--- config.mk ---
export PLATFORM = sky130hd
export DESIGN_NAME = cart_header
export DESIGN_NICKNAME = d
export VERILOG_FILES = /design/src/logic/cart_pkg.sv /design/src/logic/cart_header.sv
export VERILOG_INCLUDE_DIRS = /design/src /design/src/logic
export SDC_FILE = /design/constraint.sdc
export NUM_CORES = 1
export LEC_CHECK = 0
export BUFFER_PORTS_ARGS = -buffer_cell sky130_fd_sc_hd__buf_2
export CORE_ASPECT_RATIO = 1.25
export CORE_MARGIN = 4
export CORE_UTILIZATION = 45
export CTS_BUF_LIST = sky130_fd_sc_hd__clkbuf_2
export DETAILED_ROUTE_END_ITERATION = 8
export PLACE_DENSITY = 0.77
export SKIP_LAST_GASP = 1
export SLEW_MARGIN = 30
export SYNTH_ARGS = -nofsm -noshare
export SYNTH_HDL_FRONTEND = slang
export SYNTH_SLANG_ARGS = --single-unit
--- constraint.sdc ---
create_clock -name clk_sys -period 2.7 [get_ports clk_sys]
set_input_delay 0.54 -clock clk_sys [delete_from_list [all_inputs] [get_ports clk_sys]]
set_output_delay 0.54 -clock clk_sys [all_outputs]
set_load 0.01 [all_outputs]
--- src/logic/cart_defines.svh ---
/*
 * shared widths and constants for the cartridge mapper
 * header offsets are even download word addresses, the byte of interest
 * sits in the low or high half of the word as noted below
 */
`ifndef CART_DEFINES_SVH
`define CART_DEFINES_SVH

// ------------------------------------------------------------------------
// bus widths
`define CART_ADDR_W     16     // cpu cartridge address
`define CART_DATA_W     8      // cpu data
`define ROM_WADDR_W     22     // 10 bit bank field over 12 in-bank word bits
`define ROM_DATA_W      16     // external rom word
`define CRAM_ADDR_W     17     // byte address into 128 KB cart ram
`define LANE_ADDR_W     16     // word address inside one ram byte lane
`define NUM_LANES       2
`define DL_ADDR_W       25     // download byte address
`define DL_DATA_W       16
`define ROM_BANK_W      9      // mbc5 needs all 9, the others use 7
`define RAM_BANK_W      4      // 16 x 8 KB banks at most

// ------------------------------------------------------------------------
// header word offsets within the image
`define HDR_CGB_OFS     25'h142 // cgb flag in high byte, not decoded here
`define HDR_TYPE_OFS    25'h146 // cartridge type in high byte
`define HDR_SIZE_OFS    25'h148 // rom size low byte, ram size high byte

`define RAM_ENABLE_KEY  4'hA   // low nibble written to 0x0000-0x1FFF

`endif

--- src/logic/cart_pkg.sv ---
/*
 * types shared by the mapper blocks
 * region codes are the top three bits of the cpu cartridge address,
 * codes 0-3 are register writes and rom reads at the same time
 */
`default_nettype none

package cart_pkg;

	// ------------------------------------------------------------------------
	// mapper kind, decoded once from the header type byte
	typedef enum logic [2:0] {
		MBC_NONE = 3'd0,        // plain 32 KB rom
		MBC_1    = 3'd1,        // types 0x01-0x03
		MBC_2    = 3'd2,        // types 0x05-0x06, 512 x 4 bit ram
		MBC_3    = 3'd3,        // types 0x0F-0x13
		MBC_5    = 3'd4         // types 0x19-0x1E
	} mbc_kind_t;

	// ------------------------------------------------------------------------
	// cpu address region, cart_addr[15:13]
	typedef enum logic [2:0] {
		REG_RAM_EN   = 3'd0,    // 0x0000, ram enable key
		REG_ROM_BANK = 3'd1,    // 0x2000, rom bank select
		REG_RAM_BANK = 3'd2,    // 0x4000, ram bank / rtc select
		REG_MODE     = 3'd3,    // 0x6000, mbc1 banking mode
		ROM_LOW      = 3'd4,    // 0x8000, off cartridge on a real bus
		CRAM         = 3'd5,    // 0xA000, cart ram window
		ROM_HIGH     = 3'd6,    // 0xC000, off cartridge
		OTHER        = 3'd7     // 0xE000 and up
	} cpu_region_t;

endpackage

`default_nettype wire

--- src/logic/cart_header.sv ---
/*
 * snoops the rom download for the type and size bytes
 * unknown rom size codes fall back to 128 banks, unknown ram codes to 16
 * cart_ready rises once the first download ends and only reset drops it
 */
`timescale 1ns/100ps
`default_nettype none
`include "cart_defines.svh"

module cart_header
	import cart_pkg::*;
(
	input  wire logic                     clk_sys,
	input  wire logic                     reset,
	input  wire logic                     dl_active,   // level for the whole image
	input  wire logic                     dl_wr,       // one pulse per word
	input  wire logic [`DL_ADDR_W-1:0]    dl_addr,
	input  wire logic [`DL_DATA_W-1:0]    dl_data,
	output mbc_kind_t                     mbc_kind,
	output logic      [`ROM_BANK_W-1:0]   rom_mask,
	output logic      [`RAM_BANK_W-1:0]   ram_mask,
	output logic                          cart_ready
);

	logic [7:0] type_byte;                 // header 0x147
	logic [7:0] rom_size;                  // header 0x148
	logic [7:0] ram_size;                  // header 0x149
	logic       dl_active_q;               // for the falling edge
	logic [`ROM_BANK_W:0] rom_mask_wide;   // one spare bit for the shift

	// ------------------------------------------------------------------------
	// capture
	always_ff @(posedge clk_sys) begin
		if (reset) begin
			type_byte   <= 8'h00;
			rom_size    <= 8'h00;
			ram_size    <= 8'h00;
			dl_active_q <= 1'b0;
			cart_ready  <= 1'b0;
		end else begin
			dl_active_q <= dl_active;
			if (dl_active && dl_wr) begin
				case (dl_addr)
					`HDR_TYPE_OFS: type_byte <= dl_data[15:8];
					`HDR_SIZE_OFS: {ram_size, rom_size} <= dl_data;
					default: ;
				endcase
			end
			if (dl_active_q && !dl_active)
				cart_ready <= 1'b1;            // sticky
		end
	end

	// ------------------------------------------------------------------------
	// decode
	always_comb begin
		case (type_byte)
			8'h01, 8'h02, 8'h03:                      mbc_kind = MBC_1;
			8'h05, 8'h06:                             mbc_kind = MBC_2;
			8'h0F, 8'h10, 8'h11, 8'h12, 8'h13:        mbc_kind = MBC_3;
			8'h19, 8'h1A, 8'h1B, 8'h1C, 8'h1D, 8'h1E: mbc_kind = MBC_5;
			default:                                  mbc_kind = MBC_NONE;
		endcase
	end

	// code n means 2^(n+1) banks, so the mask is (2 << n) - 1
	assign rom_mask_wide = (10'd2 << rom_size[3:0]) - 10'd1;
	assign rom_mask      = (rom_size <= 8'd8) ? rom_mask_wide[`ROM_BANK_W-1:0] : 9'h07F;

	always_comb begin
		if (ram_size <= 8'd2)
			ram_mask = 4'h0;                   // none, 2 KB or one 8 KB bank
		else if (ram_size == 8'd3)
			ram_mask = 4'h3;                   // 32 KB
		else
			ram_mask = 4'hF;                   // 128 KB
	end

	// the loader only strobes words inside an image
	a_wr_in_download: assert property (@(posedge clk_sys) disable iff (reset)
		dl_wr |-> dl_active);

endmodule

`default_nettype wire

==> flow_summary.ini <==
[routing]
first_pass_iters = 4
top_layer = met4
ant_nets = 0
m1WireLength_mm = 1.57
routed_wirelength_mm = 3.73
wl_met2_mm = 1.82
via_per_inst = 5.18
dr_wl_met3_um = 283
drc = 0
wl_per_cell_um = 12.9
initialDrtViolationCount = 56
vias = 1497

[finish]
n_antenna_cell = 0
seqCellArea_sq_um = 589
final_nets = 297
multi_input_area_sq_um = 967
area_growth_pct = 29.6
final_cells = 289
fill_cells = 306
post-route-util_pct = 60.3
layout-drive-gt1-share_pct = 40.4

[cts]
clk_pin_slew_ps = 150
clkLatencyLatePin_ps = 370
cts_root_buf = clkbuf_2
cts_max_level = 2
clk_path_buf_depth = 2
clock_sinks = 29
cts_inserted_buffers = 5
cts_tree = built

[pwr]
swShare_pct = 26.2
p_leak_nw = 0.974
clock_power_share_pct = 29.4
comb_power_share_pct = 9.5
ir_worst_vdd_mv = 0.249
p_switching_uw = 184
internal_power_uw = 517
p_per_area_mw_per_mm2 = 337
pwr-share-seq_pct = 61.0

[synth]
synth_top_area_share_pct = 36.1
synth_fp_nets = 227
synth_seq_cells = 29
synth.yosys.seq_area_share_pct = 36.1
synth_edf_count = 0
yosysTopAreaCell = dfxtp_1
synth_area_per_cell_sq_um = 8.98
synth_cell_types = 45
netlist_area_sq_mm = 0.00161
ys_async_sr_fraction_pct = 0
yosys_warnings = 0
synthTopCellsByArea = dfxtp_1, mux2i_1, nor2_1
synth_ff_type = dfxtp_1
syn-instance-count = 179

[place]
place.gp.congestion = 0.783
dp_hpwl_mm = 2.75
dpl.cell_count = 276
portBuffers = 60
dp_slack_ps = -95.7

[timing]
fin_crit_ps = 2640
setup_viol = 0
fmax_mhz = 378
timing.final.crit_share_pct = 98.0
relSlewSlack_pct = 61.2
rsz0062_at_grt = true
timing.final.ws_setup_ps = 55.1
hold_viol_final = 0
final_max_slew_viol_count = 0
totalNegativeSetupSlack_ps = 0
tightest_slew_ps = 576
whs_ps = 396
skew_ps = 14.9

[setup_path]
worstRegToRegCells = 7
crit_fanout = 5
start_kind = flop
worstSetupEndpointType = output port
regToRegSetupSlack_ps = 1070
crit_path_start = rom_size[3]$_SDFFE_PP0P_
path_class = reg -> out
critPathCapture = rom_mask[7]
crit_required_ps = 2160
timing.rr.start = type_byte[1]$_SDFFE_PP0N_
arrival_ps = 2100

[global_route]
antenna_found_initial = 0
grt_pass1_wl_mm = 5.64
grt_use_total_pct = 16.5
grt_overflow = 0
grt_pass1_vias = 1318
grt_max_degree = 34

[floorplan]
core_sq_mm = 0.00345
rows = 24
die_y_um = 74.8
dieArea_sq_mm = 0.00460
start_util_pct = 46.5
io_pins = 62
die_x_um = 61.4

[outcome]
status = completed

[job]
cap_violations = 0

[worst_hold_path]
min_path_type = in -> reg
## worst min path at each step
stage,endpoint,start,depth (start not counted)
global placement,cart_ready$_SDFFE_PP0P_,dl_active_q$_SDFF_PP0_,2
finish,rom_size[6]$_SDFFE_PP0P_,dl_data[6],3
floorplan,cart_ready$_SDFFE_PP0P_,dl_active_q$_SDFF_PP0_,2
global route,rom_size[5]$_SDFFE_PP0P_,dl_data[5],3
detailed placement,cart_ready$_SDFFE_PP0P_,cart_ready$_SDFFE_PP0P_,2
CTS,rom_size[6]$_SDFFE_PP0P_,dl_data[6],3
## layer usage
layer | global-route usage (%) | up-vias
met5 | 0 | -
met4 | 7.78 | 0
met2 | 25.4 | 49
li1 | - | 763
met1 | 20.9 | 679
met3 | 4.97 | 6
## critical path, cell delays in order (launching register included)
cell and delay, ps:
dfxtp_4 380, or4_4 530, ha_4 200, nor3_2 170, a21oi_1 70, o32a_1 170
nor2_1 100, buf_2 130
## synth_stat cells, types with 3 or more instances
master and n:
nor2_1 37, dfxtp_1 29, mux2i_1 24, clkbuf_1 7, nand2_1 7, inv_1 5, nand2b_1 5, a21oi_1 4
buf_4 4, nor3_1 4, nor4_1 4, and2_1 3, ha_1 3, nor2b_1 3, o21ai_0 3
## repair_timing
action | 4_1_cts | 5_1_grt
endpoints found under the setup margin | 2 | 2
hold buffers | 0 | 0
cloned | 0 | 0
setup buffers | 0 | 5
gates resized for setup | 2 | 8
pin swaps | 0 | 5
endpoints found under the hold margin | 0 | 0
## power groups by stage
stage | sequential [mW] | clock, mW | combinational [mW]
6_report | 0.428 | 0.206 | 0.0669
3_3_place_gp | 0.439 | 0 | 0.0663
5_1_grt | 0.429 | 0.233 | 0.0745
4_1_cts | 0.430 | 0.218 | 0.0678
2_1_floorplan | 0.440 | 0 | 0.0215
3_5_place_dp | 0.439 | 0 | 0.0677
## logic make-up after synthesis
kind of cell,Yosys count,share of synthesized area (%)
AO/OA/AOI/OAI,19,8.72
flip-flops,29,36.1
adder cells (fa/ha/maj),3,2.34
other,1,0.233
buffers and inverters,18,6.23
multiplexers,26,16.5
AND/OR/NAND/NOR,83,29.8
## cell usage in the layout (no fill, tap or decap), types with 4 or more instances in the layout
master	count
a21oi_1	4
buf_2	60
buf_4	16
clkbuf_2	5
dfxtp_1	26
inv_1	5
mux2i_1	24
nand2_1	7
nand2b_1	5
nor2_1	36
nor4_1	4
## cell type report
class,count,share of cell area (%)
multi-input cells,132,46.5
well taps,39,2.34
inverters,5,0.901
clock buffers,5,1.20
flip-flops and latches,29,28.3
clock inverters,3,0.601
repair buffers,76,20.2
## per-stage QoR
| step | cell area (sq um) | total power [mW] |
|---|---|---|
| global route | 2080 | 0.736 |
| CTS | 2020 | 0.716 |
| global placement | 1970 | 0.506 |
| detailed placement | 1970 | 0.507 |
| finish | 2080 | 0.702 |
| floorplan | 1620 | 0.461 |
Note: power is estimated with default switching activity, not from simulation.
