$ cat config.mk
export PLATFORM = sky130hd
export DESIGN_NAME = bank_mapper
export DESIGN_NICKNAME = d
export VERILOG_FILES = /design/src/logic/cart_pkg.sv /design/src/logic/bank_mapper.sv
export VERILOG_INCLUDE_DIRS = /design/src /design/src/logic
export SDC_FILE = /design/constraint.sdc
export NUM_CORES = 1
export LEC_CHECK = 0
export ABC_AREA = 1
export BUFFER_PORTS_ARGS = -buffer_cell sky130_fd_sc_hd__buf_2
export CAP_MARGIN = 40
export CORE_MARGIN = 1
export CORE_UTILIZATION = 26
export DETAILED_ROUTE_END_ITERATION = 6
export GPL_TIMING_DRIVEN = 0
export PLACE_DENSITY_LB_ADDON = 0.2
export SKIP_LAST_GASP = 1
export SYNTH_ARGS = -nofsm -noshare
export SYNTH_HDL_FRONTEND = slang
export SYNTH_SLANG_ARGS = --single-unit
export TNS_END_PERCENT = 1
$ cat constraint.sdc
create_clock -name vclk -period 0.8
set_input_delay 0.08 -clock vclk [all_inputs]
set_output_delay 0.08 -clock vclk [all_outputs]
set_load 0.02 [all_outputs]
$ cat src/logic/cart_defines.svh
/*
 * shared widths and constants for the cartridge mapper
 * header offsets are even download word addresses, the byte of interest
 * sits in the low or high half of the word as noted below
 */
`ifndef CART_DEFINES_SVH
`define CART_DEFINES_SVH

// ------------------------------------------------------------------------
// bus widths
`define CART_ADDR_W     16     // cpu cartridge address
`define CART_DATA_W     8      // cpu data
`define ROM_WADDR_W     22     // 10 bit bank field over 12 in-bank word bits
`define ROM_DATA_W      16     // external rom word
`define CRAM_ADDR_W     17     // byte address into 128 KB cart ram
`define LANE_ADDR_W     16     // word address inside one ram byte lane
`define NUM_LANES       2
`define DL_ADDR_W       25     // download byte address
`define DL_DATA_W       16
`define ROM_BANK_W      9      // mbc5 needs all 9, the others use 7
`define RAM_BANK_W      4      // 16 x 8 KB banks at most

// ------------------------------------------------------------------------
// header word offsets within the image
`define HDR_CGB_OFS     25'h142 // cgb flag in high byte, not decoded here
`define HDR_TYPE_OFS    25'h146 // cartridge type in high byte
`define HDR_SIZE_OFS    25'h148 // rom size low byte, ram size high byte

`define RAM_ENABLE_KEY  4'hA   // low nibble written to 0x0000-0x1FFF

`endif

$ cat src/logic/cart_pkg.sv
/*
 * types shared by the mapper blocks
 * region codes are the top three bits of the cpu cartridge address,
 * codes 0-3 are register writes and rom reads at the same time
 */
`default_nettype none

package cart_pkg;

	// ------------------------------------------------------------------------
	// mapper kind, decoded once from the header type byte
	typedef enum logic [2:0] {
		MBC_NONE = 3'd0,        // plain 32 KB rom
		MBC_1    = 3'd1,        // types 0x01-0x03
		MBC_2    = 3'd2,        // types 0x05-0x06, 512 x 4 bit ram
		MBC_3    = 3'd3,        // types 0x0F-0x13
		MBC_5    = 3'd4         // types 0x19-0x1E
	} mbc_kind_t;

	// ------------------------------------------------------------------------
	// cpu address region, cart_addr[15:13]
	typedef enum logic [2:0] {
		REG_RAM_EN   = 3'd0,    // 0x0000, ram enable key
		REG_ROM_BANK = 3'd1,    // 0x2000, rom bank select
		REG_RAM_BANK = 3'd2,    // 0x4000, ram bank / rtc select
		REG_MODE     = 3'd3,    // 0x6000, mbc1 banking mode
		ROM_LOW      = 3'd4,    // 0x8000, off cartridge on a real bus
		CRAM         = 3'd5,    // 0xA000, cart ram window
		ROM_HIGH     = 3'd6,    // 0xC000, off cartridge
		OTHER        = 3'd7     // 0xE000 and up
	} cpu_region_t;

endpackage

`default_nettype wire

$ cat src/logic/bank_mapper.sv
/*
 * combinational address map, cpu address plus bank registers in,
 * rom word address and cart ram lane address out
 * rom_addr is only meaningful for 0x0000-0x7FFF, ram lanes for 0xA000-0xBFFF
 */
`timescale 1ns/100ps
`default_nettype none
`include "cart_defines.svh"

module bank_mapper
	import cart_pkg::*;
(
	input  wire logic [`CART_ADDR_W-1:0]  cart_addr,
	input  wire logic                     cart_wr,
	input  wire logic                     cpu_ce,
	input  wire mbc_kind_t                mbc_kind,
	input  wire logic [`ROM_BANK_W-1:0]   rom_mask,
	input  wire logic [`RAM_BANK_W-1:0]   ram_mask,
	input  wire logic [`ROM_BANK_W-1:0]   rom_bank,
	input  wire logic [`RAM_BANK_W-1:0]   ram_bank,
	input  wire logic                     mbc1_mode,
	output logic      [`ROM_WADDR_W-1:0]  rom_addr,
	output logic      [`LANE_ADDR_W-1:0]  lane_addr,
	output logic      [`NUM_LANES-1:0]    lane_wr,
	output logic                          cram_sel,
	output logic                          mbc2_nibble
);

	logic [`ROM_BANK_W-1:0]  hi_bank;      // upper window bank, before masking
	logic [`ROM_BANK_W:0]    bank_field;   // 16 KB bank plus cart_addr[13]
	logic [`RAM_BANK_W-1:0]  cram_bank;
	logic [`CRAM_ADDR_W-1:0] cram_addr;
	logic                    wr_cram;

	// ------------------------------------------------------------------------
	// rom side
	always_comb begin
		case (mbc_kind)
			MBC_1:   hi_bank = mbc1_mode ? {4'd0, rom_bank[4:0]}        // mode 1
			                             : {2'd0, ram_bank[1:0], rom_bank[4:0]};
			MBC_5:   hi_bank = rom_bank;
			default: hi_bank = {2'd0, rom_bank[6:0]};                  // mbc2, mbc3
		endcase
	end

	always_comb begin
		if (mbc_kind == MBC_NONE) begin
			bank_field = {8'd0, cart_addr[14:13]};                     // linear 32 KB
		end else begin
			case (cart_addr[15:14])
				2'b00:   bank_field = {9'd0, cart_addr[13]};           // fixed bank 0
				2'b01:   bank_field = {hi_bank & rom_mask, cart_addr[13]};
				default: bank_field = '0;
			endcase
		end
	end

	assign rom_addr = {bank_field, cart_addr[12:1]};   // 16 bit words

	// ------------------------------------------------------------------------
	// cart ram side
	always_comb begin
		case (mbc_kind)
			MBC_1:   cram_bank = mbc1_mode ? {2'd0, ram_bank[1:0] & ram_mask[1:0]} : 4'd0;
			MBC_3:   cram_bank = {2'd0, ram_bank[1:0] & ram_mask[1:0]};
			MBC_5:   cram_bank = ram_bank & ram_mask;
			default: cram_bank = 4'd0;                 // mbc2 and plain carts
		endcase
	end

	assign cram_addr   = {cram_bank, cart_addr[12:0]};
	assign lane_addr   = cram_addr[`CRAM_ADDR_W-1:1];
	assign cram_sel    = (cpu_region_t'(cart_addr[`CART_ADDR_W-1 -: 3]) == CRAM);
	assign mbc2_nibble = (mbc_kind == MBC_2) && (cart_addr[15:9] == 7'b1010000);
	assign wr_cram     = cpu_ce && cart_wr && cram_sel;

	// even bytes in lane 0, odd bytes in lane 1
	always_comb begin
		for (int i = 0; i < `NUM_LANES; i++)
			lane_wr[i] = wr_cram && (cram_addr[0] == i[0]);
	end

endmodule

`default_nettype wire

==> results.json, run 1 <==
{
  "core_area_sq_um": 1540,
  "num_rows": 14,
  "start_kind": "primary input",
  "worst_pin_slew_ns": 0.195,
  "hold_path.startpoint": "cart_addr[5]",
  "cts_hold_buffers": 0,
  "synth.largest_area_cell": "buf_4",
  "place_hpwl_mm": 1.22,
  "final_cell_area_sq_um": 1050,
  "cp_data_required_time_ns": 0.72,
  "syn2layout_area_growth_pct": 140,
  "wl_per_cell_microns": 8.99,
  "start_util_pct": 28.2,
  "ys_seq_area_share_pct": 0,
  "worst-path-max-fanout": 5,
  "synthMostInstantiatedCell": "buf_4",
  "yosys_warnings": 0,
  "n_fill_cell": 141,
  "final.hold.worst_slack_ns": 0.378,
  "netlist-cell-type-count": 11,
  "fp.dieH_microns": 42.9,
  "die_width_microns": 42.9,
  "worst_slack_ns": -0.0333,
  "criticalPathCategory": "in2out",
  "fmaxAchievable_ghz": 1.20,
  "leakagePower_nw": 0.633,
  "synth_top_area_share_pct": 41.4,
  "pin_count_of_the_biggest_net_entering_global_routing": 7,
  "detail_route.drc_violations": 0,
  "postLayoutCoreUtil_pct": 67.9,
  "max_cap_violation_count": 0,
  "mean_number_of_vias_per_cell": 4.21,
  "io_pins": 90,
  "nets": 217,
  "port_buffers": 82,
  "globalRouteOverflowTotal": 0,
  "routed-via-count": 770,
  "power_per_cell_area_nw_per_um2": 526,
  "die_area_sq_um": 1840,
  "number_of_global_route_vias_before_repair": 618,
  "drt-initial-drc-count": 1,
  "report.power.total_mw": 0.551,
  "final_max_slew_viol_count": 0,
  "grt_antenna_before_repair": 0,
  "failed_checks": "setup timing",
  "dp_worst_setup_slack_ns": -0.155,
  "grt_setup_unrepaired": "yes",
  "global_routing_usage_summed_across_all_routing_layers_pct": 16.2,
  "finalSetupViolations": 9,
  "relSlewSlack_pct": 87.0,
  "routabilityCongestion": 0.625,
  "layout_worst_path_cycle_share_pct": 104,
  "global_route_wire_length_before_repair_mm": 2.46,
  "syn-cell-area_sq_um": 435,
  "status": "finished, violations left",
  "syn_area_per_cell_sq_um": 5.25,
  "ys_top_cells_by_count": "24 x buf_4, 16 x nand2_1, 15 x nor2_1",
  "grtUsageMet3_pct": 2.13,
  "worst-endpoint-arrival_ns": 0.75,
  "ant_nets": 0,
  "layout_min_cycle_time_ns": 0.833,
  "multi_input_comb_area_sq_um": 315,
  "synthesis.instances": 83,
  "syn-num-nets": 131,
  "postPlaceCellArea_sq_um": 871,
  "clkbuf_count": 0,
  "drt_pass1_iterations": 2,
  "post_route_cells_drive_above_1_share_pct": 79.0,
  "met1_capacity_usage_during_global_routing_pct": 18.0,
  "hold_path_end": "lane_addr[4]",
  "insertedDiodeCount": 0,
  "vdd.ir_drop.worst_mv": 0.370,
  "holdPathStages": 2,
  "synth_area_leaders": "buf_4 41%, nand2_1 14%, nor2_1 13%",
  "grt_util_met2_pct": 33.0,
  "worst_hold_path_type": "in2out",
  "worst_setup_path_end_kind": "output port",
  "timing_hold_violations_final": 0,
  "detail_route.wirelength_mm": 1.65,
  "seqCellArea_sq_um": 0,
  "grt-busiest-layer": "met2",
  "nFlopsAndLatches": 0
}
[timing repair]
action                                  CTS  global route
setup buffers                             1             1
pin swaps                                11             7
endpoints found under the setup margin   15            17
gates resized for setup                  38            13
[worst max-delay path, stage by stage]
cell and delay [ns]:
buf_6 0.10, nor2_4 0.16, nand2_4 0.11, a21oi_2 0.15, buf_4 0.15
[final cells by class]
class,count,share of cell area (%)
Buffer,24,17.2
Inverter,9,3.47
Multi-Input combinational cell,50,30.1
Tap cell,16,1.91
Timing Repair Buffer,84,47.2
[kinds of logic (layout without fill, tap and decap cells)]
group	count (synthesis)	after routing	synth area share [%]
and+or+nand+nor	43	43	42.8
buffers and inverters	33	117	49.1
AOI/OAI and AO/OA	7	7	8.05
[through the flow]
stage,TNS [ns],instances
4_1_cts,-0.0831,182
5_1_grt,-0.784,183
2_1_floorplan,0,83
6_report,-0.118,183
3_3_place_gp,-1.30,181
3_5_place_dp,-1.39,181
[routing by layer]
metal / share of wire [%] / up-vias
li1: - / 405
met1: 34 / 312
met2: 55 / 53
met3: 11 / 0
met4: 0 / 0
met5: 0 / -
[worst max path at each step]
| stage | start | to | slack (ns) | cells past startpoint |
|---|---|---|---|---|
| finish | mbc_kind[0] | rom_addr[12] | -0.03 | 5 |
| global route | mbc_kind[0] | rom_addr[13] | -0.07 | 5 |
| CTS | cart_addr[14] | rom_addr[19] | -0.03 | 6 |
| detailed placement | mbc_kind[1] | lane_addr[12] | -0.15 | 5 |
| global placement | mbc_kind[1] | lane_addr[12] | -0.13 | 5 |
| floorplan | mbc_kind[1] | lane_addr[12] | 0.01 | 3 |
[power breakdown]
group | internal, mW | total [mW] | switching, mW | leakage [nW]
Sequential | 0 | 0 | 0 | 0
Clock | 0 | 0 | 0 | 0
Combinational | 0.274 | 0.551 | 0.277 | 0.633
Total | 0.274 | 0.551 | 0.277 | 0.633
[cell usage in the layout, fill, tap and decap left out]
cell type  count
inv_4          1
nor2_1        12
buf_6          5
nand2_2        1
nand4_1        2
nand2_4        3
nand3_2        3
inv_2          3
a21oi_2        6
buf_4         37
nand2_1       12
inv_1          5
nor3_2         1
buf_2         65
nor2_2         1
o21ai_2        1
nand3_1        4
nor2_4         4
buf_8          1
(Power assumes the default switching activity.)
==> run 2: changes to the inputs <==
CELL_PAD_IN_SITES_DETAIL_PLACEMENT = 1   (was default)
CELL_PAD_IN_SITES_GLOBAL_PLACEMENT = 2   (was default)
CORE_UTILIZATION = 10   (was 26)
clock period = 0.86 ns   (was 0.8 ns; I/O delays follow)
==> run 2 against run 1 <==
- the flow now finishes without violations
- non-clock buffer count up 3
- sequential share of layout area unchanged
- combinational power decreased by 7.1%
- hold slack improved by 0.012 ns
- routed wire length increased by 26%
- global-route usage down 8.8 points
- final area increased by 3.5%
- highest routed layer unchanged
==> results.json, run 2 (synthesized netlist as in run 1, its figures left out) <==
{
  "status": "complete, no violations",
  "syn2layout_area_growth_pct": 149,
  "drt_pass1_iterations": 2,
  "share_seq_of_total_power_pct": 0,
  "globalRouteOverflowTotal": 0,
  "finalSetupViolations": 0,
  "clkbuf_count": 0,
  "detail_route.wirelength_mm": 2.08,
  "relSlewSlack_pct": 85.4,
  "hold_path_end": "rom_addr[7]",
  "worst-endpoint-arrival_ns": 0.77,
  "mean_number_of_vias_per_cell": 3.71,
  "nFlopsAndLatches": 0,
  "final_max_slew_viol_count": 0,
  "routabilityCongestion": 0.654,
  "die_width_microns": 68.0,
  "global_route_wire_length_before_repair_mm": 2.78,
  "holdPathStages": 2,
  "leakagePower_nw": 0.646,
  "vdd.ir_drop.worst_mv": 0.135,
  "cpMaxStageDelayCell": "nand2_4",
  "core_area_sq_um": 4090,
  "report.power.total_mw": 0.512,
  "place_hpwl_mm": 1.81,
  "cp_data_required_time_ns": 0.77,
  "drt-initial-drc-count": 13,
  "cell_internal_pwr_mw": 0.256,
  "grt_setup_unrepaired": "yes",
  "n_fill_cell": 537,
  "timing.setup.tns_ns": 0,
  "crit_path_cell_trace": "buf_4 > inv_1 > nand2_4 > nand3_2 > a21oi_2 > buf_6",
  "timing_hold_violations_final": 0,
  "max_cap_violation_count": 0,
  "worst_hold_path_type": "in2out",
  "layout_min_cycle_time_ns": 0.856,
  "critPathMaxStageDelay_ns": 0.13,
  "worst_setup_path_end_kind": "output port",
  "port_buffers": 82,
  "die_area_sq_um": 4620,
  "insertedDiodeCount": 0,
  "wl_per_cell_microns": 9.45,
  "ant_nets": 0,
  "worst_pin_slew_ns": 0.218,
  "global_routing_usage_summed_across_all_routing_layers_pct": 7.40,
  "seqCellArea_sq_um": 0,
  "grt_antenna_before_repair": 0,
  "io_pins": 90,
  "start_kind": "primary input",
  "post_route_cells_drive_above_1_share_pct": 75.3,
  "power.switching_mw": 0.257,
  "detail_route.drc_violations": 0,
  "power_per_cell_area_nw_per_um2": 473,
  "layout_worst_path_cycle_share_pct": 99.6,
  "routed-via-count": 816,
  "worst-path-max-fanout": 5,
  "power.combinational.fraction_pct": 100.0,
  "fp.dieH_microns": 68.0,
  "criticalPathCategory": "in2out",
  "nets": 220,
  "commonest_non_fill_non_tap_cell_in_the_layout": "buf_2",
  "sw_frac_of_total_pct": 50.1,
  "hold_path.startpoint": "cart_addr[8]",
  "power_frac_clock_pct": 0,
  "cts_hold_buffers": 0,
  "start_util_pct": 10.7,
  "pin_count_of_the_biggest_net_entering_global_routing": 7,
  "layout_common_cells": "65 x buf_2, 41 x buf_4, 13 x nor2_1, 13 x nand2_1, 7 x inv_1",
  "fmaxAchievable_ghz": 1.17,
  "number_of_global_route_vias_before_repair": 658,
  "num_rows": 23
}
==> run 2: through the flow <==
step	setup slack, ns	instances	area (sq um)	hold WS [ns]	util, %
global placement	-0.143	215	913	0.391	22.4
detailed placement	-0.153	215	913	0.392	22.4
finish	0.00354	220	1080	0.390	26.5
global route	-0.0669	220	1080	0.394	26.5
CTS	-0.0312	216	1000	0.392	24.6
floorplan	0.0603	83	440	0.252	-
==> run 2: area by class of cell <==
class	count	area, sq um	area share, %
timing repair buffer	87	513	47.4
multi-input combinational	50	293	27.1
buffer	24	180	16.6
tap	50	62.6	5.78
inverter	9	33.8	3.12
==> run 2: power groups by stage <==
stage,clock (mW),sequential (mW),combinational [mW]
3_3_place_gp,0,0,0.437
3_5_place_dp,0,0,0.444
6_report,0,0,0.512
5_1_grt,0,0,0.560
2_1_floorplan,0,0,0.253
4_1_cts,0,0,0.484
==> run 2: worst max-delay path, delay by kind of cell <==
family | cells | cell delay [ns]
buffers and inverters | 3 | 0.33
AND/OR/NAND/NOR | 2 | 0.21
AO/OA/AOI/OAI | 1 | 0.13
==> run 2: how the worst max path moves through the flow <==
stage                             start            end  cells past startpoint
final                       mbc_kind[2]   rom_addr[18]                      6
after global routing      cart_addr[15]   rom_addr[19]                      5
after CTS                 cart_addr[14]    mbc2_nibble                      5
after detailed placement    mbc_kind[1]   rom_addr[17]                      6
after global placement      mbc_kind[1]   rom_addr[16]                      6
after floorplan             mbc_kind[1]  lane_addr[12]                      3
==> run 2: routing by layer <==
metal  wire length, microns  track usage [%]  vias to the layer above
li1                       -                -                      411
met1                    714             8.30                      357
met2                   1150             15.6                       48
met3                    214            0.500                        0
met4                      0                0                        0
met5                      0                0                        -
==> run 2: repair_timing <==
item / 4_1_cts / 5_1_grt
setup endpoints to repair: 15 / 17
pin swaps: 8 / 6
setup buffers: 1 / 4
gates resized for setup: 29 / 15
