### src/logic/cart_defines.svh
/*
 * shared widths and constants for the cartridge mapper
 * header offsets are even download word addresses, the byte of interest
 * sits in the low or high half of the word as noted below
 */
`ifndef CART_DEFINES_SVH
`define CART_DEFINES_SVH

// ------------------------------------------------------------------------
// bus widths
`define CART_ADDR_W     16     // cpu cartridge address
`define CART_DATA_W     8      // cpu data
`define ROM_WADDR_W     22     // 10 bit bank field over 12 in-bank word bits
`define ROM_DATA_W      16     // external rom word
`define CRAM_ADDR_W     17     // byte address into 128 KB cart ram
`define LANE_ADDR_W     16     // word address inside one ram byte lane
`define NUM_LANES       2
`define DL_ADDR_W       25     // download byte address
`define DL_DATA_W       16
`define ROM_BANK_W      9      // mbc5 needs all 9, the others use 7
`define RAM_BANK_W      4      // 16 x 8 KB banks at most

// ------------------------------------------------------------------------
// header word offsets within the image
`define HDR_CGB_OFS     25'h142 // cgb flag in high byte, not decoded here
`define HDR_TYPE_OFS    25'h146 // cartridge type in high byte
`define HDR_SIZE_OFS    25'h148 // rom size low byte, ram size high byte

`define RAM_ENABLE_KEY  4'hA   // low nibble written to 0x0000-0x1FFF

`endif

### src/logic/cart_pkg.sv
/*
 * types shared by the mapper blocks
 * region codes are the top three bits of the cpu cartridge address,
 * codes 0-3 are register writes and rom reads at the same time
 */
`default_nettype none

package cart_pkg;

	// ------------------------------------------------------------------------
	// mapper kind, decoded once from the header type byte
	typedef enum logic [2:0] {
		MBC_NONE = 3'd0,        // plain 32 KB rom
		MBC_1    = 3'd1,        // types 0x01-0x03
		MBC_2    = 3'd2,        // types 0x05-0x06, 512 x 4 bit ram
		MBC_3    = 3'd3,        // types 0x0F-0x13
		MBC_5    = 3'd4         // types 0x19-0x1E
	} mbc_kind_t;

	// ------------------------------------------------------------------------
	// cpu address region, cart_addr[15:13]
	typedef enum logic [2:0] {
		REG_RAM_EN   = 3'd0,    // 0x0000, ram enable key
		REG_ROM_BANK = 3'd1,    // 0x2000, rom bank select
		REG_RAM_BANK = 3'd2,    // 0x4000, ram bank / rtc select
		REG_MODE     = 3'd3,    // 0x6000, mbc1 banking mode
		ROM_LOW      = 3'd4,    // 0x8000, off cartridge on a real bus
		CRAM         = 3'd5,    // 0xA000, cart ram window
		ROM_HIGH     = 3'd6,    // 0xC000, off cartridge
		OTHER        = 3'd7     // 0xE000 and up
	} cpu_region_t;

endpackage

`default_nettype wire

### src/logic/mbc_regs.sv
/*
 * mapper control registers, written by the cpu on cpu_ce
 * one write decode covers all mappers, rtc_select only moves for mbc3
 * and mbc1_mode only for mbc1; every register sits at reset during download
 */
`timescale 1ns/100ps
`default_nettype none
`include "cart_defines.svh"

module mbc_regs
	import cart_pkg::*;
(
	input  wire logic                     clk_sys,
	input  wire logic                     reset,
	input  wire logic                     dl_active,
	input  wire logic                     cpu_ce,
	input  wire logic [`CART_ADDR_W-1:0]  cart_addr,
	input  wire logic                     cart_wr,
	input  wire logic [`CART_DATA_W-1:0]  cart_di,
	input  wire mbc_kind_t                mbc_kind,
	output logic      [`ROM_BANK_W-1:0]   rom_bank,
	output logic      [`RAM_BANK_W-1:0]   ram_bank,
	output logic                          mbc1_mode,
	output logic                          rtc_select,
	output logic                          ram_enable
);

	cpu_region_t region;
	logic        wr_en;

	assign region = cpu_region_t'(cart_addr[`CART_ADDR_W-1 -: 3]);
	assign wr_en  = cpu_ce && cart_wr;         // one cpu write, one update

	// ------------------------------------------------------------------------
	// register file
	always_ff @(posedge clk_sys) begin
		if (reset || dl_active) begin
			rom_bank   <= 9'd1;                // bank 1 in the switchable window
			ram_bank   <= 4'd0;
			mbc1_mode  <= 1'b0;
			rtc_select <= 1'b0;
			ram_enable <= 1'b0;
		end else if (wr_en) begin
			case (region)
				REG_RAM_EN: begin
					ram_enable <= (cart_di[3:0] == `RAM_ENABLE_KEY);
				end

				REG_ROM_BANK: begin
					if (mbc_kind == MBC_5) begin
						if (cart_addr[12])
							rom_bank[8] <= cart_di[0];        // 0x3000-0x3FFF
						else
							rom_bank[7:0] <= cart_di;         // 0x2000-0x2FFF
					end else if (cart_di[6:0] == 7'd0) begin
						rom_bank <= 9'd1;                      // bank 0 reads as 1
					end else begin
						rom_bank <= {2'b00, cart_di[6:0]};
					end
				end

				REG_RAM_BANK: begin
					if (mbc_kind == MBC_3) begin
						if (cart_di[3]) begin
							rtc_select <= 1'b1;                // 0x08-0x0C pick a clock reg
						end else begin
							rtc_select <= 1'b0;
							ram_bank   <= {2'b00, cart_di[1:0]};
						end
					end else if (mbc_kind == MBC_5) begin
						ram_bank <= cart_di[3:0];
					end else begin
						ram_bank <= {2'b00, cart_di[1:0]};
					end
				end

				REG_MODE: begin
					if (mbc_kind == MBC_1)
						mbc1_mode <= cart_di[0];               // 1 = ram banking mode
				end

				default: ;                                 // reads only
			endcase
		end
	end

	// only mbc5 may select rom bank 0 in the upper window
	a_bank_not_zero: assert property (@(posedge clk_sys) disable iff (reset)
		(wr_en && !dl_active && mbc_kind != MBC_5) |=> (rom_bank != 9'd0));

endmodule

`default_nettype wire

### config.mk
export PLATFORM = sky130hd
export DESIGN_NAME = mbc_regs
export DESIGN_NICKNAME = d
export VERILOG_FILES = /design/src/logic/cart_pkg.sv /design/src/logic/mbc_regs.sv
export VERILOG_INCLUDE_DIRS = /design/src /design/src/logic
export SDC_FILE = /design/constraint.sdc
export NUM_CORES = 1
export LEC_CHECK = 0
export BUFFER_PORTS_ARGS = -buffer_cell sky130_fd_sc_hd__buf_2
export CAP_MARGIN = 30
export CELL_PAD_IN_SITES_DETAIL_PLACEMENT = 0
export CELL_PAD_IN_SITES_GLOBAL_PLACEMENT = 1
export CORE_UTILIZATION = 26
export DETAILED_ROUTE_END_ITERATION = 10
export GPL_ROUTABILITY_DRIVEN = 0
export PLACE_DENSITY = 0.79
export SLEW_MARGIN = 20
export SYNTH_ARGS = -nofsm -noshare
export SYNTH_HDL_FRONTEND = slang
export SYNTH_SLANG_ARGS = --single-unit
export TNS_END_PERCENT = 50
### constraint.sdc
create_clock -name clk_sys -period 1.25 [get_ports clk_sys]
set_input_delay 0.25 -clock clk_sys [delete_from_list [all_inputs] [get_ports clk_sys]]
set_output_delay 0.25 -clock clk_sys [all_outputs]
set_load 0.005 [all_outputs]
==> run metrics, run 1 <==
area growth from synthesis to layout=43.06%; I/O pin total=48; DRT antenna net count=0; detailed-route vias per instance=4.976; unrepaired setup endpoints after global routing=false; buffer and inverter count on the worst path=1; via count=816; Post-Synth Simple-Gate Area=0.3142; proportion of power drawn by flip-flops and latches=0.516; number of antenna diodes=0; gr usage total=0.1433; starting DRC count in detailed routing=22; run status=finished with violations; CTS tree=built; part of the cycle the worst path needs=0.9700; clock period minus worst slack=1.212 ns; type of the most critical hold path=in -> reg; row count=19; startpoint of the worst-slack reg-to-reg timing path=rom_bank[0]; Worst Setup SP=cart_di[1]; largest family of logic cells by synthesized area=simple AND/OR/NAND/NOR gates; longest individual stage delay on the worst path=0.49 ns; switching power summed over all nets=238.0 uW; total of max-cap violations=0; post-synthesis register bit count=16; average footprint of a synthesized cell=9.229 um^2; internal power=753.1 uW; total core area=2805 um^2; startpoint-to-endpoint class of the critical path=in -> reg; average wire per standard cell=12.45 um; cells resized by post-CTS repair=0; Distinct cells, synth=28; drc violations=4; clock network fraction of total power=0.355; filler instances=304; portion of the post-synthesis area used by sequential elements=0.4083; CTS sink cnt=16; Synthesized Nets=117; die width=56.93 um; number of enable flip-flop cells after synthesis=0; input/output buffers=35; pin count of the biggest net entering global routing=24; Hold Violations, Final=0; WP data required=1.47 ns; Comb pwr share=0.129; most prevalent standard cell on the critical path=sky130_fd_sc_hd__or4_1; critical-path maximum fanout=2; cell family with most CP delay=simple AND/OR/NAND/NOR gates; number of warnings printed during yosys synthesis=0; maximum vdd drop=0.5133 mV; endpoints failing setup=0; post-synthesis cell count=85; synthesized-area fraction occupied by ao, oa, aoi and oai cells=0.1308; vertical extent of the die=56.93 um; clock buffer depth=2; wirelength, routed=2041 um; sort of element at the end of the critical path=flop; Post-CTS Hold Buffers=0; Setup crit start kind=input port; antenna violations before repair=0; Post-layout nets=166; number of levels the H-tree was split into=1; root buf cell=sky130_fd_sc_hd__clkbuf_4; Die Area=3241 um^2; worst-skew pair later-pin latency=0.29 ns; Overall Power=991.1 uW; worst clock skew=0 ns; TritonCTS Buffers=3; Post-synth top flop=sky130_fd_sc_hd__dfxtp_1; maximum clock frequency=0.8248 GHz; worst slew slack as a fraction of its limit=0.7561; first-pass iteration count of the detailed router=7; overall overflow remaining after global route=0; fraction of synthesized area in multiplexers=0.1276; violated checks=DRC; Final HPWL DP=1611 um; vias in the first global route=805; worst path cell trace=buf_2 > or4_1 > or4_1 > a41oi_2; static leakage=0.0005300 uW; first-pass GRT wire length=3636 um; # Post-CTS Setup Buffers=0; number of pins exceeding their max-slew limit in the final report=0; data arrival time of the worst path=1.43 ns; clock slew at reported path FFs=0.10 ns; Switching Fraction=0.2401; launch point of the worst hold path=cart_di[6]; Netlist Area Pre-Place=784.5 um^2; effective utilization at floorplan=0.2797; register cell area after layout=320.3 um^2; library cell contributing the largest single delay on the critical path=sky130_fd_sc_hd__or4_1; Cell Pwr Density=883.0 nW/um^2; ys async rst share=0; post-synthesis share of cell area spent on xor and xnor gates=0; cell area after placement=1086 um^2; synthesized-area fraction occupied by adder cells=0; Post-Layout Inst Area=1122 um^2; proportion of layout cells with a drive suffix above 1=0.4060; multi-input combinational cell area=449.2 um^2; slew at the pin with the worst max-slew slack=0.3609 ns
-- worst reg2reg max path, stage by stage (launching register included) --
cell	delay (ns)
sky130_fd_sc_hd__dfxtp_1	0.33
sky130_fd_sc_hd__a311oi_1	0.31
sky130_fd_sc_hd__a41oi_2	0.07
-- synth_stat cells (2+ instances only) --
master | number | area [um^2]
sky130_fd_sc_hd__o31ai_1 | 2 | 15.01
sky130_fd_sc_hd__or4_1 | 2 | 15.01
sky130_fd_sc_hd__nand4bb_1 | 2 | 22.52
sky130_fd_sc_hd__nand2_1 | 19 | 71.32
sky130_fd_sc_hd__clkbuf_1 | 2 | 7.510
sky130_fd_sc_hd__dfxtp_1 | 16 | 320.3
sky130_fd_sc_hd__o311ai_0 | 2 | 17.52
sky130_fd_sc_hd__inv_1 | 2 | 7.510
sky130_fd_sc_hd__nor2_1 | 3 | 11.26
sky130_fd_sc_hd__nor4bb_1 | 2 | 20.02
sky130_fd_sc_hd__nand3_1 | 6 | 30.03
sky130_fd_sc_hd__mux2i_1 | 10 | 100.1
sky130_fd_sc_hd__a21oi_1 | 2 | 10.01
-- final cells by class --
class	count	share of cell area
Timing Repair Buffer	46	0.2408
Tap cell	31	0.03456
Inverter	2	0.006689
Sequential cell	16	0.2854
Clock buffer	4	0.03233
Multi-Input combinational cell	65	0.4002
-- path summary, 6_finish.rpt --
path	end	slack, ns	cells after the start
max	rom_bank[0]	0.04	4
min	rom_bank[6]	0.21	3
max reg2reg	rom_bank[0]	0.43	2
min reg2reg	ram_bank[0]	0.47	2
-- per-layer routing --
layer / track usage / vias to the layer above / part of all wire
met5: 0 / - / 0
met3: 0.03401 / 5 / 0.084
met1: 0.1977 / 366 / 0.46
met4: 0.05226 / 0 / 0.015
li1: - / 414 / -
met2: 0.2185 / 31 / 0.44
-- state kept, by name (all words and copies together), names as in the netlist --
name / flops
rom_bank: 9
ram_enable: 1
rtc_select: 1
ram_bank: 4
mbc1_mode: 1
-- per-stage QoR --
step                      utilization  worst slack, ns  setup TNS (ns)  cells  hold WS [ns]
after global placement         0.3872          -0.2466         -0.3433    160        0.4447
final                          0.4001          0.03752               0    164        0.2070
after detailed placement       0.3872          -0.2582         -0.3626    160        0.4489
after floorplan                     -          -0.1011         -0.1011     85        0.3888
after global routing           0.4001          0.01117               0    164        0.2133
after CTS                      0.4001          0.04876               0    164        0.2073
-- cell families (layout without fill, tap and decap cells) --
group | Yosys count | count (layout)
mux | 10 | 10
buf+inv | 4 | 52
flops | 16 | 16
simple gates | 43 | 43
compound gates | 12 | 12
-- power groups by stage --
stage / combinational, uW / clock (uW) / sequential [uW]
after detailed placement: 128 / 0 / 523
after floorplan: 44.1 / 0 / 524
after global routing: 144 / 387 / 512
after CTS: 128 / 359 / 512
after global placement: 125 / 0 / 523
final: 128 / 351 / 512
-- cells in the final DEF, fill, tap and decap left out, drive strengths merged --
cell type,count
a21bo,1
a21oi,2
a311oi,1
a32o,1
a41oi,1
and2,1
and3b,1
and4b,1
and4bb,1
buf,46
clkbuf,4
dfxtp,16
inv,2
mux2i,10
nand2,19
nand3,6
nand3b,1
nand4b,1
nand4bb,2
nor2,3
nor3b,1
nor4b,1
nor4bb,2
o211a,1
o21ai,1
o311ai,2
o31ai,2
or2,1
or4,2
Power figures use the tool's default switching activity.
==> run 2, diff against run 1 <==
--- a/config.mk
+++ b/config.mk
@@ -6,11 +6,12 @@
 export SDC_FILE = /design/constraint.sdc
 export NUM_CORES = 1
 export LEC_CHECK = 0
+export ABC_AREA = 1
 export BUFFER_PORTS_ARGS = -buffer_cell sky130_fd_sc_hd__buf_2
 export CAP_MARGIN = 30
 export CELL_PAD_IN_SITES_DETAIL_PLACEMENT = 0
 export CELL_PAD_IN_SITES_GLOBAL_PLACEMENT = 1
-export CORE_UTILIZATION = 26
+export CORE_UTILIZATION = 25
 export DETAILED_ROUTE_END_ITERATION = 10
 export GPL_ROUTABILITY_DRIVEN = 0
 export PLACE_DENSITY = 0.79
==> run metrics, run 2 <==
Post-Synth Simple-Gate Area=0.4444 (+0.1302); register-to-register setup slack=0.63 ns (+0.20 ns); Distinct cells, synth=19 (-32%); total core area=3103 um^2 (+11%); portion of the post-synthesis area used by sequential elements=0.3844 (-0.02391); average wire per standard cell=9.291 um (-25%); DRT antenna net count=0 (unchanged); Die Area=3568 um^2 (+10%); row count=20 (+1); maximum clock frequency=0.9867 GHz (+20%); data arrival time of the worst path=0.76 ns (-0.67 ns); Post-CTS Hold Buffers=0 (unchanged); ys async rst share=0 (unchanged); wirelength, routed=1886 um (-7.6%); cell family with most CP delay=flip-flops; number of warnings printed during yosys synthesis=0 (unchanged); number of pins exceeding their max-slew limit in the final report=0 (unchanged); antenna violations before repair=0 (unchanged); worst slew slack as a fraction of its limit=0.8138 (+0.05768); most frequent cells in the layout=sky130_fd_sc_hd__buf_2, sky130_fd_sc_hd__nor2_1, sky130_fd_sc_hd__nand2_1; WP data required=1.00 ns (-0.47 ns); detailed-route vias per instance=4.212 (-15%); Synthesized Nets=152 (+30%); leading post-synthesis cells by instance count=sky130_fd_sc_hd__nor2_1, sky130_fd_sc_hd__nand2_1, sky130_fd_sc_hd__dfxtp_1; first-pass GRT wire length=3263 um (-10%); pin count of the biggest net entering global routing=13 (-46%); longest individual stage delay on the worst path=0.36 ns (-0.13 ns); overall overflow remaining after global route=0 (unchanged); library cell contributing the largest single delay on the critical path=sky130_fd_sc_hd__dfxtp_1; Stages on worst setup path=1 (-3); Netlist Area Pre-Place=833.3 um^2 (+6.2%); gr usage total=0.1208 (-0.02251); critical-path maximum fanout=2 (unchanged); synthesized-area fraction occupied by adder cells=0 (unchanged); input/output buffers=35 (unchanged); drc violations=0 (-4); first-pass iteration count of the detailed router=4 (-3); TritonCTS Buffers=3 (unchanged); Hold Violations, Final=0 (unchanged); CTS tree=built; static leakage=0.0005238 uW (-1.2%); clock buffer depth=2 (unchanged); startpoint-to-endpoint class of the critical path=reg -> out; area growth from synthesis to layout=32.28%; CTS sink cnt=16 (unchanged); worst-skew pair later-pin latency=0.29 ns (about the same); startpoint of the worst-slack reg-to-reg timing path=ram_enable; proportion of netlist area held by the largest area contributor=0.3844 (-0.02391); Post-layout nets=192 (+16%); number of levels the H-tree was split into=1 (unchanged); vertical extent of the die=59.74 um (+4.9%); clock slew at reported path FFs=0.10 ns (about the same); worst clock skew=0 ns (unchanged); endpoint of the worst setup timing path=rom_bank[3]; buffer and inverter count on the worst path=1 (unchanged); number of enable flip-flop cells after synthesis=0 (unchanged); Post-synth top flop=sky130_fd_sc_hd__dfxtp_1; post-synthesis register bit count=16 (unchanged); depth of the most critical reg-to-reg path=2 (unchanged); Worst Setup SP=rom_bank[3]; Largest Register=rom_bank; top cells by area, synth=sky130_fd_sc_hd__dfxtp_1, sky130_fd_sc_hd__nor2_1, sky130_fd_sc_hd__nand2_1, sky130_fd_sc_hd__inv_1, sky130_fd_sc_hd__nand3_1; post-synthesis cell type with the largest combined area=sky130_fd_sc_hd__dfxtp_1; synthesized-area fraction occupied by ao, oa, aoi and oai cells=0.09459 (-0.03619); via count=855 (+4.8%); slew at the pin with the worst max-slew slack=0.2771 ns (-0.08373 ns); flip-flop count of the largest register, all copies and words added=9 (unchanged); post-synthesis share of cell area spent on xor and xnor gates=0 (unchanged); worst path cell trace=buf_2; endpoints failing setup=0 (unchanged); # Post-CTS Setup Buffers=0 (unchanged); most common cell after layout, fill and taps aside=sky130_fd_sc_hd__buf_2; starting DRC count in detailed routing=22 (unchanged); Setup crit start kind=flop; effective utilization at floorplan=0.2685 (-0.01111); average footprint of a synthesized cell=6.944 um^2 (-25%); smallest hold slack=0.2191 ns (+0.01207 ns); die width=59.74 um (+4.9%); post-synthesis cell count=120 (+41%); fraction of synthesized area in multiplexers=0 (-0.1276); cell with the most instances after synthesis=sky130_fd_sc_hd__nor2_1; Final HPWL DP=1523 um (-5.4%); run status=finished clean; top flop regs=rom_bank: 9 flops, ram_bank: 4 flops; I/O pin total=48 (unchanged); capturing point of the worst reg2reg path=ram_enable; type of the most critical hold path=in -> reg; largest family of logic cells by synthesized area=simple AND/OR/NAND/NOR gates; clock period minus worst slack=1.013 ns (-0.1990 ns); total of max-cap violations=0 (unchanged); Final TNS setup=0 ns (unchanged); number of antenna diodes=0 (unchanged); Cell Pwr Density=900.1 nW/um^2 (+1.9%); unrepaired setup endpoints after global routing=false; root buf cell=sky130_fd_sc_hd__clkbuf_4; maximum vdd drop=0.2614 mV (-49%); cells resized by post-CTS repair=0 (unchanged); vias in the first global route=819 (+1.7%); part of the cycle the worst path needs=0.8108 (-0.1592); sort of element at the end of the critical path=primary output; proportion of layout cells with a drive suffix above 1=0.3396 (-0.06639)
## run 2: layout make-up
type,count,area (um^2)
clock buffer,4,36.28
inverter,15,58.81
timing repair buffer,36,182.7
fill,363,2001
multi-input combinational,88,449.2
tap,44,55.05
sequential,16,320.3
## run 2: worst reg2reg max path, stage by stage (launching register included)
cell	delay (ns)
sky130_fd_sc_hd__dfxtp_1	0.32
sky130_fd_sc_hd__o21ai_0	0.14
sky130_fd_sc_hd__nor2_1	0.06
## run 2: routing by layer
| layer | vias up | wire (um) | share of wire | track usage |
|---|---|---|---|---|
| met2 | 25 | 843 | 0.45 | 0.2032 |
| met3 | 4 | 120 | 0.064 | 0.01948 |
| met4 | 0 | 18 | 0.0095 | 0.05980 |
| met5 | - | 0 | 0 | 0 |
| met1 | 369 | 904 | 0.48 | 0.1483 |
| li1 | 457 | - | - | - |
## run 2: cells by family after synthesis
kind of cell | Yosys count
AOI/OAI and AO/OA | 15
DFF | 16
and+or+nand+nor | 73
buffers and inverters | 16
## run 2: how the worst min path moves through the flow
stage | startpoint | endpoint | cells past startpoint | slack [ns]
4_1_cts | cart_di[7] | rom_bank[7] | 3 | 0.22
2_1_floorplan | cart_di[3] | rom_bank[3] | 2 | 0.40
6_report | cart_di[7] | rom_bank[7] | 3 | 0.22
5_1_grt | cart_di[7] | rom_bank[7] | 3 | 0.21
3_5_place_dp | rom_bank[0] | rom_bank[0] | 2 | 0.46
3_3_place_gp | rom_bank[0] | rom_bank[0] | 2 | 0.45
## run 2: stage by stage
| step | instance area, um^2 | total power (uW) | worst slack [ns] | cells | utilization |
|---|---|---|---|---|---|
| finish | 1102 | 992.2 | 0.2366 | 203 | 0.3552 |
| global route | 1102 | 1053 | 0.1785 | 203 | 0.3552 |
| CTS | 1102 | 1009 | 0.2223 | 203 | 0.3552 |
| detailed placement | 1066 | 655.3 | 0.09041 | 199 | 0.3435 |
| global placement | 1066 | 653.2 | 0.1187 | 199 | 0.3435 |
| floorplan | 833.3 | 589.9 | 0.3023 | 120 | - |
## run 2: power by group
part           total, uW  internal [uW]  switching [uW]
sequential           514            513            1.50
clock                350            177             172
combinational        128           49.4            78.8
total                992            739             253
